$ cat config.mk
export PLATFORM = sky130hd
export DESIGN_NAME = core_host_glue
export DESIGN_NICKNAME = d
export VERILOG_FILES = /design/src/hdl/core_pkg.sv /design/src/hdl/activity_led.sv /design/src/hdl/mgmt_bridge.sv /design/src/hdl/framebuffer_config.sv /design/src/hdl/core_host_glue.sv
export SDC_FILE = /design/constraint.sdc
export NUM_CORES = 1
export LEC_CHECK = 0
export BUFFER_PORTS_ARGS = -buffer_cell sky130_fd_sc_hd__buf_2
export CORE_AREA = 2 2 156 158
export CTS_CLUSTER_SIZE = 30
export DETAILED_ROUTE_END_ITERATION = 6
export DIE_AREA = 0 0 158 160
export PLACE_DENSITY = 0.63
export SYNTH_ARGS = -nofsm -noshare
export SYNTH_HDL_FRONTEND = slang
export SYNTH_HIERARCHICAL = 1
export SYNTH_SLANG_ARGS = --single-unit
$ cat constraint.sdc
create_clock -name clk_sys -period 2.42 [get_ports clk_sys]
set_input_delay 0.121 -clock clk_sys [delete_from_list [all_inputs] [get_ports clk_sys]]
set_output_delay 0.121 -clock clk_sys [all_outputs]
set_load 0.005 [all_outputs]
$ cat src/hdl/core_pkg.sv
`default_nettype none

package core_pkg;

	// ==============================
	// Host and management bus
	// ==============================

	localparam int HOST_DATA_W = 32;
	localparam int BUS_ADDR_W  = 32;

	// ==============================
	// VGA mode registers
	// ==============================

	localparam int VGA_ADDR_W   = 20;
	localparam int VGA_WIDTH_W  = 9;
	localparam int VGA_STRIDE_W = 9;
	localparam int VGA_HEIGHT_W = 11;

	// Low two flag bits select the pixel depth
	localparam logic [1:0] MODE_24BPP = 2'd3;
	localparam logic [1:0] MODE_16BPP = 2'd2;

	// ==============================
	// Scan-out descriptor
	// ==============================

	localparam int FB_DIM_W    = 12;
	localparam int FB_STRIDE_W = 14;
	localparam int FB_FMT_W    = 5;

	// Framebuffer lives in a fixed window of DDR space
	localparam logic [9:0] FB_BASE_PREFIX = {4'h3, 6'b111110};

	// 24-bit modes always scan a 640 pixel line
	localparam logic [FB_DIM_W-1:0] FB_FIXED_WIDTH = 12'd640;

	localparam logic [2:0] FMT_8BPP_PAL = 3'd3;
	localparam logic [2:0] FMT_16BPP    = 3'd4;
	localparam logic [2:0] FMT_24BPP    = 3'd5;

	// Palette, 6 bits per channel in and 8 bits per channel out
	localparam int PAL_IN_W   = 18;
	localparam int PAL_OUT_W  = 24;
	localparam int PAL_ADDR_W = 8;

	// Roughly 50 ms at the system clock
	localparam int LED_HOLD_CYCLES = 4500000;

endpackage

`default_nettype wire

$ cat src/hdl/activity_led.sv
`timescale 1ns/1ps
`default_nettype none

module activity_led
	import core_pkg::*;
#(
	parameter int hold_cycles = LED_HOLD_CYCLES
)
(
	input  logic clk_sys,
	input  logic cpu_reset,
	input  logic activity,
	output logic led
);

	localparam int CNT_W = $clog2(hold_cycles + 1);

	logic [CNT_W-1:0] count;

	// Counter keeps reloading for as long as the activity lasts
	always_ff @(posedge clk_sys) begin
		if (cpu_reset) begin
			count <= '0;
			led   <= 1'b0;
		end else begin
			if (count == '0) begin
				led <= 1'b0;
			end else begin
				count <= count - 1'b1;
				led   <= 1'b1;
			end

			if (activity)
				count <= CNT_W'(hold_cycles);
		end
	end

endmodule

`default_nettype wire

$ cat src/hdl/mgmt_bridge.sv
`timescale 1ns/1ps
`default_nettype none

module mgmt_bridge
	import core_pkg::*;
(
	input  logic                   clk_sys,
	input  logic                   cpu_reset,
	input  logic                   host_rd,
	input  logic                   host_wr,
	input  logic                   bus_wait,
	input  logic                   bus_rdata_valid,
	input  logic [HOST_DATA_W-1:0] bus_rdata,
	output logic                   io_wait,
	output logic [HOST_DATA_W-1:0] host_rdata,
	output logic                   bus_rd,
	output logic                   bus_we
);

	typedef enum logic [2:0] {
		ST_IDLE,
		ST_ISSUE_RD,
		ST_AWAIT_DATA,
		ST_ISSUE_WR,
		ST_FINISH
	} state_t;

	state_t state;
	logic   rd_done;

	// Read completes once the returned word is seen outside a stall
	assign rd_done = (state == ST_AWAIT_DATA) && !bus_wait && bus_rdata_valid;

	// ==============================
	// Request sequencer
	// ==============================

	always_ff @(posedge clk_sys) begin
		if (cpu_reset) begin
			state   <= ST_IDLE;
			io_wait <= 1'b0;
			bus_rd  <= 1'b0;
			bus_we  <= 1'b0;
		end else if (state == ST_IDLE) begin
			// Write takes priority when both strobes arrive together
			if (host_wr) begin
				state   <= ST_ISSUE_WR;
				io_wait <= 1'b1;
			end else if (host_rd) begin
				state   <= ST_ISSUE_RD;
				io_wait <= 1'b1;
			end
		end else if (!bus_wait) begin
			// Commands last one accepted cycle
			bus_rd <= 1'b0;
			bus_we <= 1'b0;

			case (state)
				ST_ISSUE_RD: begin
					bus_rd <= 1'b1;
					state  <= ST_AWAIT_DATA;
				end
				ST_AWAIT_DATA: begin
					if (bus_rdata_valid) begin
						io_wait <= 1'b0;
						state   <= ST_IDLE;
					end
				end
				ST_ISSUE_WR: begin
					bus_we <= 1'b1;
					state  <= ST_FINISH;
				end
				ST_FINISH: begin
					io_wait <= 1'b0;
					state   <= ST_IDLE;
				end
				default: begin
					state <= ST_IDLE;
				end
			endcase
		end
		// While bus_wait is high everything above holds its value
	end

	// Returned word for the host
	always_ff @(posedge clk_sys) begin
		if (rd_done)
			host_rdata <= bus_rdata;
	end

endmodule

`default_nettype wire

$ cat src/hdl/framebuffer_config.sv
`timescale 1ns/1ps
`default_nettype none

module framebuffer_config
	import core_pkg::*;
(
	input  logic                    clk_sys,
	input  logic                    cpu_reset,
	input  logic [VGA_ADDR_W-1:0]   vga_start_addr,
	input  logic [VGA_WIDTH_W-1:0]  vga_width,
	input  logic [VGA_STRIDE_W-1:0] vga_stride,
	input  logic [VGA_HEIGHT_W-1:0] vga_height,
	input  logic [3:0]              vga_flags,
	input  logic                    vga_off,
	input  logic                    cfg_rgb_order,
	input  logic                    cfg_565,
	input  logic [PAL_ADDR_W-1:0]   vga_pal_a,
	input  logic [PAL_IN_W-1:0]     vga_pal_d,
	input  logic                    vga_pal_we,
	output logic                    fb_en,
	output logic [31:0]             fb_base,
	output logic [FB_DIM_W-1:0]     fb_width,
	output logic [FB_DIM_W-1:0]     fb_height,
	output logic [FB_STRIDE_W-1:0]  fb_stride,
	output logic [FB_FMT_W-1:0]     fb_format,
	output logic                    fb_force_blank,
	output logic [PAL_ADDR_W-1:0]   fb_pal_addr,
	output logic [PAL_OUT_W-1:0]    fb_pal_dout,
	output logic                    fb_pal_wr
);

	logic [1:0] mode;
	logic [2:0] fmt_code;

	// Widen a 6-bit channel by repeating its top bits into the LSBs
	function automatic logic [7:0] expand6(input logic [5:0] c);
		return {c, c[5:4]};
	endfunction

	assign mode = vga_flags[1:0];

	always_comb begin
		if (mode == MODE_24BPP)
			fmt_code = FMT_24BPP;
		else if (mode == MODE_16BPP)
			fmt_code = FMT_16BPP;
		else
			fmt_code = FMT_8BPP_PAL;
	end

	// ==============================
	// Descriptor register stage
	// ==============================

	always_ff @(posedge clk_sys) begin
		if (cpu_reset) begin
			fb_en          <= 1'b0;
			fb_force_blank <= 1'b0;
		end else begin
			// Flag bit 2 means text or planar mode, no linear scan-out
			fb_en          <= ~vga_flags[2] && (mode != 2'd0);
			fb_force_blank <= vga_off;
		end
	end

	always_ff @(posedge clk_sys) begin
		fb_base <= {FB_BASE_PREFIX, vga_start_addr, 2'b00};

		if (mode == MODE_24BPP)
			fb_width <= FB_FIXED_WIDTH;
		else if (vga_flags[2])
			fb_width <= FB_DIM_W'({vga_width, 2'b00});
		else
			fb_width <= FB_DIM_W'({vga_width, 3'b000});

		fb_stride <= FB_STRIDE_W'({vga_stride, 3'b000});

		// Line doubling halves the scanned height
		if (vga_flags[3])
			fb_height <= FB_DIM_W'(vga_height[VGA_HEIGHT_W-1:1]);
		else
			fb_height <= FB_DIM_W'(vga_height);

		fb_format <= {~cfg_rgb_order, ~cfg_565, fmt_code};
	end

	// Palette path is combinational
	assign fb_pal_addr = vga_pal_a;
	assign fb_pal_wr   = vga_pal_we;
	assign fb_pal_dout = {expand6(vga_pal_d[17:12]),
	                      expand6(vga_pal_d[11:6]),
	                      expand6(vga_pal_d[5:0])};

endmodule

`default_nettype wire

$ cat src/hdl/core_host_glue.sv
`timescale 1ns/1ps
`default_nettype none

module core_host_glue
	import core_pkg::*;
#(
	parameter int led_hold_cycles = LED_HOLD_CYCLES
)
(
	input  logic                    clk_sys,
	input  logic                    cpu_reset,
	input  logic                    host_rd,
	input  logic                    host_wr,
	input  logic [BUS_ADDR_W-1:0]   host_addr,
	input  logic [HOST_DATA_W-1:0]  host_wdata,
	input  logic                    disk_device,
	input  logic                    bus_wait,
	input  logic                    bus_rdata_valid,
	input  logic [HOST_DATA_W-1:0]  bus_rdata,
	input  logic [VGA_ADDR_W-1:0]   vga_start_addr,
	input  logic [VGA_WIDTH_W-1:0]  vga_width,
	input  logic [VGA_STRIDE_W-1:0] vga_stride,
	input  logic [VGA_HEIGHT_W-1:0] vga_height,
	input  logic [3:0]              vga_flags,
	input  logic                    vga_off,
	input  logic                    cfg_rgb_order,
	input  logic                    cfg_565,
	input  logic [PAL_ADDR_W-1:0]   vga_pal_a,
	input  logic [PAL_IN_W-1:0]     vga_pal_d,
	input  logic                    vga_pal_we,
	output logic                    io_wait,
	output logic [HOST_DATA_W-1:0]  host_rdata,
	output logic                    bus_rd,
	output logic                    bus_we,
	output logic [BUS_ADDR_W-1:0]   bus_addr,
	output logic [HOST_DATA_W-1:0]  bus_wdata,
	output logic                    fb_en,
	output logic [31:0]             fb_base,
	output logic [FB_DIM_W-1:0]     fb_width,
	output logic [FB_DIM_W-1:0]     fb_height,
	output logic [FB_STRIDE_W-1:0]  fb_stride,
	output logic [FB_FMT_W-1:0]     fb_format,
	output logic                    fb_force_blank,
	output logic [PAL_ADDR_W-1:0]   fb_pal_addr,
	output logic [PAL_OUT_W-1:0]    fb_pal_dout,
	output logic                    fb_pal_wr,
	output logic                    led_hdd,
	output logic                    led_fdd
);

	logic hdd_active;
	logic fdd_active;

	// Host holds address and data until io_wait drops
	assign bus_addr  = host_addr;
	assign bus_wdata = host_wdata;

	// Busy time is charged to whichever drive the request targets
	assign hdd_active = disk_device & io_wait;
	assign fdd_active = ~disk_device & io_wait;

	// ==============================
	// Management bridge
	// ==============================

	mgmt_bridge u_bridge (
		.clk_sys         (clk_sys),
		.cpu_reset       (cpu_reset),
		.host_rd         (host_rd),
		.host_wr         (host_wr),
		.bus_wait        (bus_wait),
		.bus_rdata_valid (bus_rdata_valid),
		.bus_rdata       (bus_rdata),
		.io_wait         (io_wait),
		.host_rdata      (host_rdata),
		.bus_rd          (bus_rd),
		.bus_we          (bus_we)
	);

	// ==============================
	// Video descriptor
	// ==============================

	framebuffer_config u_fb_cfg (
		.clk_sys        (clk_sys),
		.cpu_reset      (cpu_reset),
		.vga_start_addr (vga_start_addr),
		.vga_width      (vga_width),
		.vga_stride     (vga_stride),
		.vga_height     (vga_height),
		.vga_flags      (vga_flags),
		.vga_off        (vga_off),
		.cfg_rgb_order  (cfg_rgb_order),
		.cfg_565        (cfg_565),
		.vga_pal_a      (vga_pal_a),
		.vga_pal_d      (vga_pal_d),
		.vga_pal_we     (vga_pal_we),
		.fb_en          (fb_en),
		.fb_base        (fb_base),
		.fb_width       (fb_width),
		.fb_height      (fb_height),
		.fb_stride      (fb_stride),
		.fb_format      (fb_format),
		.fb_force_blank (fb_force_blank),
		.fb_pal_addr    (fb_pal_addr),
		.fb_pal_dout    (fb_pal_dout),
		.fb_pal_wr      (fb_pal_wr)
	);

	// ==============================
	// Drive activity LEDs
	// ==============================

	activity_led #(.hold_cycles(led_hold_cycles)) u_led_hdd (
		.clk_sys   (clk_sys),
		.cpu_reset (cpu_reset),
		.activity  (hdd_active),
		.led       (led_hdd)
	);

	activity_led #(.hold_cycles(led_hold_cycles)) u_led_fdd (
		.clk_sys   (clk_sys),
		.cpu_reset (cpu_reset),
		.activity  (fdd_active),
		.led       (led_fdd)
	);

endmodule

`default_nettype wire

==> flow_summary_export.csv <==
group,metric,value,unit
outcome,status,"complete, no violations",
critical_path,required,2780,ps
run,cap_violations,0,
sta,timing.fmax,0.458,GHz
sta,slew_violations,0,
grt,grt_pass1_vias,4483,
logic_synthesis,ys_seq_area_frac,0.520,
cells_and_area,drive_gt1_frac,0.344,
drt,postRouteAntennaNets,0,
floorplanning,rows,57,
grt,antenna_found_initial,1,
grt,grt_pass1_wl,22100,um
hold_path,min_to,"u_bridge/state[1]",
logic_synthesis,yosys_most_used_dff,"dfxtp_1",
drt,avgViaCountPerCell,4.16,
grt,grt_overflow_total,0,
grt,grt-busiest-layer,"met2",
drt,wl,14500,um
grt,globalRouteMet1Util,0.121,
drt,drc,0,
cells_and_area,final_area,8140,um2
sta,fin_skew,17.4,ps
grt,grt_usage,0.112,
clocking,post-cts-setup-buffers,0,
hold_path,hp-start,"host_wr",
floorplanning,dieHeight,160,um
grt,grtUsageMet3,0.0426,
critical_path,end_kind,"flop",
placed_design,dp_cells,965,
floorplanning,core-area,23800,um2
sta,hold_viol_final,0,
placed_design,numPortBuffers,188,
placed_design,dpl.hpwl,9760,um
clocking,htreeDepth,4,
sta,finalCritPeriodShare,0.903,
cells_and_area,synthToLayoutAreaGrowth,32.9,%
drt,wl_per_cell,13.3,um
sta,relSlewSlack,0.562,
clocking,clock_path_buffers,2,
power_and_ir_drop,peakVddDrop,0.000459,V
sta,fin_setup_tns,0,ps
floorplanning,ioPinCount,397,
critical_path,path_class,"reg2reg",
placed_design,gp_congestion,0.784,
logic_synthesis,synthArstFlopShare,0,
critical_path,start_kind,"flop",
cells_and_area,instances_no_fill,1092,
critical_path,r2r-end,"u_led_hdd/count[21]",
clocking,tritoncts,"built",
sta,tightest_slew,651,ps
sta,setup_viol,0,
drt,via_count,4538,
clocking,clk_pin_slew,70,ps
critical_path,rrSetupSlack,230,ps
floorplanning,die_area,25300,um2
sta,rsz0062_at_grt,"false",
critical_path,worstPathArrival,2550,ps
grt,grt_max_degree,33,
placed_design,pre_cts_slack,253,ps
critical_path,reg2reg_depth,5,
placed_design,dpl-instance-area,6600,um2
hold_path,hold_depth,3,
sta,min_period,2190,ps
power_and_ir_drop,powerDensity,1060,nW/um2
cells_and_area,diodes,0,
clocking,numClockSinks,143,
logic_synthesis,netlist_instances,562,
floorplanning,initial_core_util,0.257,
drt,drtIter0Drc,210,
cells_and_area,fillers,2407,
logic_synthesis,synth.avg_cell_area,10.9,um2
sta,final.setup.worst_slack,234,ps
logic_synthesis,synth.distinct_cells,61,
logic_synthesis,syn_area,6120,um2
power_and_ir_drop,power.leakage,3.45,nW
hold_path,hold_class,"in2reg",
critical_path,worstPathMaxFanout,7,
cells_and_area,fin_nets,945,
clocking,numCtsBuffers,17,
clocking,clock-root-buffer,"clkbuf_16",
logic_synthesis,yosysWarnings,6,
floorplanning,die_w,158,um
clocking,worst_skew_pair.late_latency,430,ps
logic_synthesis,ys_ff_latch,143,
drt,firstDrtPassIters,4,
grt,gr-usage-met2,0.185,
logic_synthesis,synth-edff-count,32,
critical_path,regToRegStartpoint,"u_led_hdd/count[6]",
clocking,cts_resized,0,
flip-flops by register name, indices dropped and copies added, names as in the netlist, 3 cells and up:
register and cells:
u_bridge/host_rdata 32, u_led_fdd/count 23, u_led_hdd/count 23, u_fb_cfg/fb_base 20, u_fb_cfg/fb_height 11, u_fb_cfg/fb_width 10
u_fb_cfg/fb_stride 9, u_fb_cfg/fb_format 5, u_bridge/state 3
report_power, final:
| group | internal, mW | switching [mW] |
|---|---|---|
| sequential | 2.85 | 0.388 |
| clock | 1.47 | 1.14 |
| combinational | 1.29 | 1.52 |
cell type report:
cell class              count  area, um2  share of cell area
inverters                  10       37.5             0.00461
repair buffers            291       1950               0.240
multi-input cells         292       1970               0.243
well taps                 324        405              0.0498
clock inverters            15        159              0.0195
flip-flops and latches    143       3180               0.391
clock buffers              17        425              0.0523
what timing repair did:
item	4_1_cts	5_1_grt
hold buffers	95	0
setup endpoints to repair	0	0
endpoints found under the hold margin	91	0
kinds of logic (layout without fill, tap and decap cells):
kind of cell,after synthesis,in the layout,share of synthesized area
adder cells (fa/ha/maj),4,4,0.00818
multiplexers,20,20,0.0403
flip-flops,143,143,0.520
AO/OA/AOI/OAI,63,63,0.0677
other,2,20,0.00123
XOR/XNOR,26,26,0.0372
buffers and inverters,145,333,0.169
AND/OR/NAND/NOR,159,159,0.157
cells in the final DEF, fill, tap and decap left out, types with 5 or more instances in the layout:
| cell | netlist | final |
|---|---|---|
| nand2_1 | 17 | 17 |
| edfxtp_1 | 32 | 32 |
| nor4_1 | 6 | 6 |
| nor3b_1 | 7 | 7 |
| o21ai_0 | 8 | 8 |
| nor2_1 | 51 | 51 |
| nand4_1 | 8 | 8 |
| or4_1 | 8 | 8 |
| a31oi_1 | 6 | 6 |
| xor2_1 | 16 | 16 |
| buf_2 | 1 | 188 |
| mux2_4 | 9 | 9 |
| conb_1 | 2 | 20 |
| buf_4 | 117 | 8 |
| o211ai_1 | 6 | 6 |
| nor3_1 | 15 | 15 |
| inv_6 | 0 | 8 |
| dlygate4sd3_1 | 0 | 95 |
| a21oi_1 | 17 | 17 |
| o31ai_1 | 8 | 8 |
| xnor2_1 | 10 | 10 |
| clkbuf_16 | 0 | 17 |
| or2_2 | 5 | 5 |
| mux2i_1 | 10 | 10 |
| dfxtp_1 | 111 | 111 |
| inv_1 | 10 | 10 |
how the worst max path moves through the flow:
stage,from,endpoint,cells past startpoint
3_3_place_gp,u_led_fdd/count[6],u_led_fdd/count[21],5
6_report,u_led_hdd/count[6],u_led_hdd/count[21],5
2_1_floorplan,u_led_fdd/count[6],u_led_fdd/count[21],5
4_1_cts,u_led_hdd/count[6],u_led_hdd/count[21],5
5_1_grt,u_led_fdd/count[21],u_led_fdd/count[9],5
3_5_place_dp,u_led_hdd/count[6],u_led_hdd/count[21],5
Yosys cell counts (3+ instances only):
cell type	number	area share
clkbuf_1	9	0.0055
nor3b_1	7	0.0086
o31ai_1	8	0.0098
or4_1	8	0.0098
nor2b_1	3	0.0031
a31oi_1	6	0.0061
nor3_1	15	0.012
o211ai_1	6	0.0074
ha_1	4	0.0082
o21ai_0	8	0.0065
a2bb2oi_1	3	0.0043
mux2i_1	10	0.016
mux2_4	9	0.022
nand2_1	17	0.010
dfxtp_1	111	0.36
buf_6	6	0.011
xnor2_1	10	0.014
nor2_1	51	0.031
or3_1	4	0.0041
nor3_4	3	0.0080
inv_1	10	0.0061
edfxtp_1	32	0.16
nor4_1	6	0.0061
o21ai_1	3	0.0025
nand4_1	8	0.0082
a21oi_1	17	0.014
xor2_1	16	0.023
buf_4	117	0.14
or2_2	5	0.0051
layer usage:
layer	routed length [um]	share of wire
met3	1150	0.079
met4	551	0.038
met5	13	0.00090
met2	6840	0.47
met1	5930	0.41
through the flow:
stage	util	hold WS [ps]	total power, mW
after floorplan	-	149	5.37
after global placement	0.277	223	5.92
after detailed placement	0.277	225	5.93
after CTS	0.342	3.40	8.73
after global routing	0.342	16.2	9.25
final	0.342	21.4	8.66
critical path, cell delays in order, from the launching register on:
cell,delay (ps)
dfxtp_1,370
or4_4,580
nor4_4,390
nand3_2,160
or4_1,490
a21oi_1,140
Note: power is estimated with default switching activity, not from simulation.
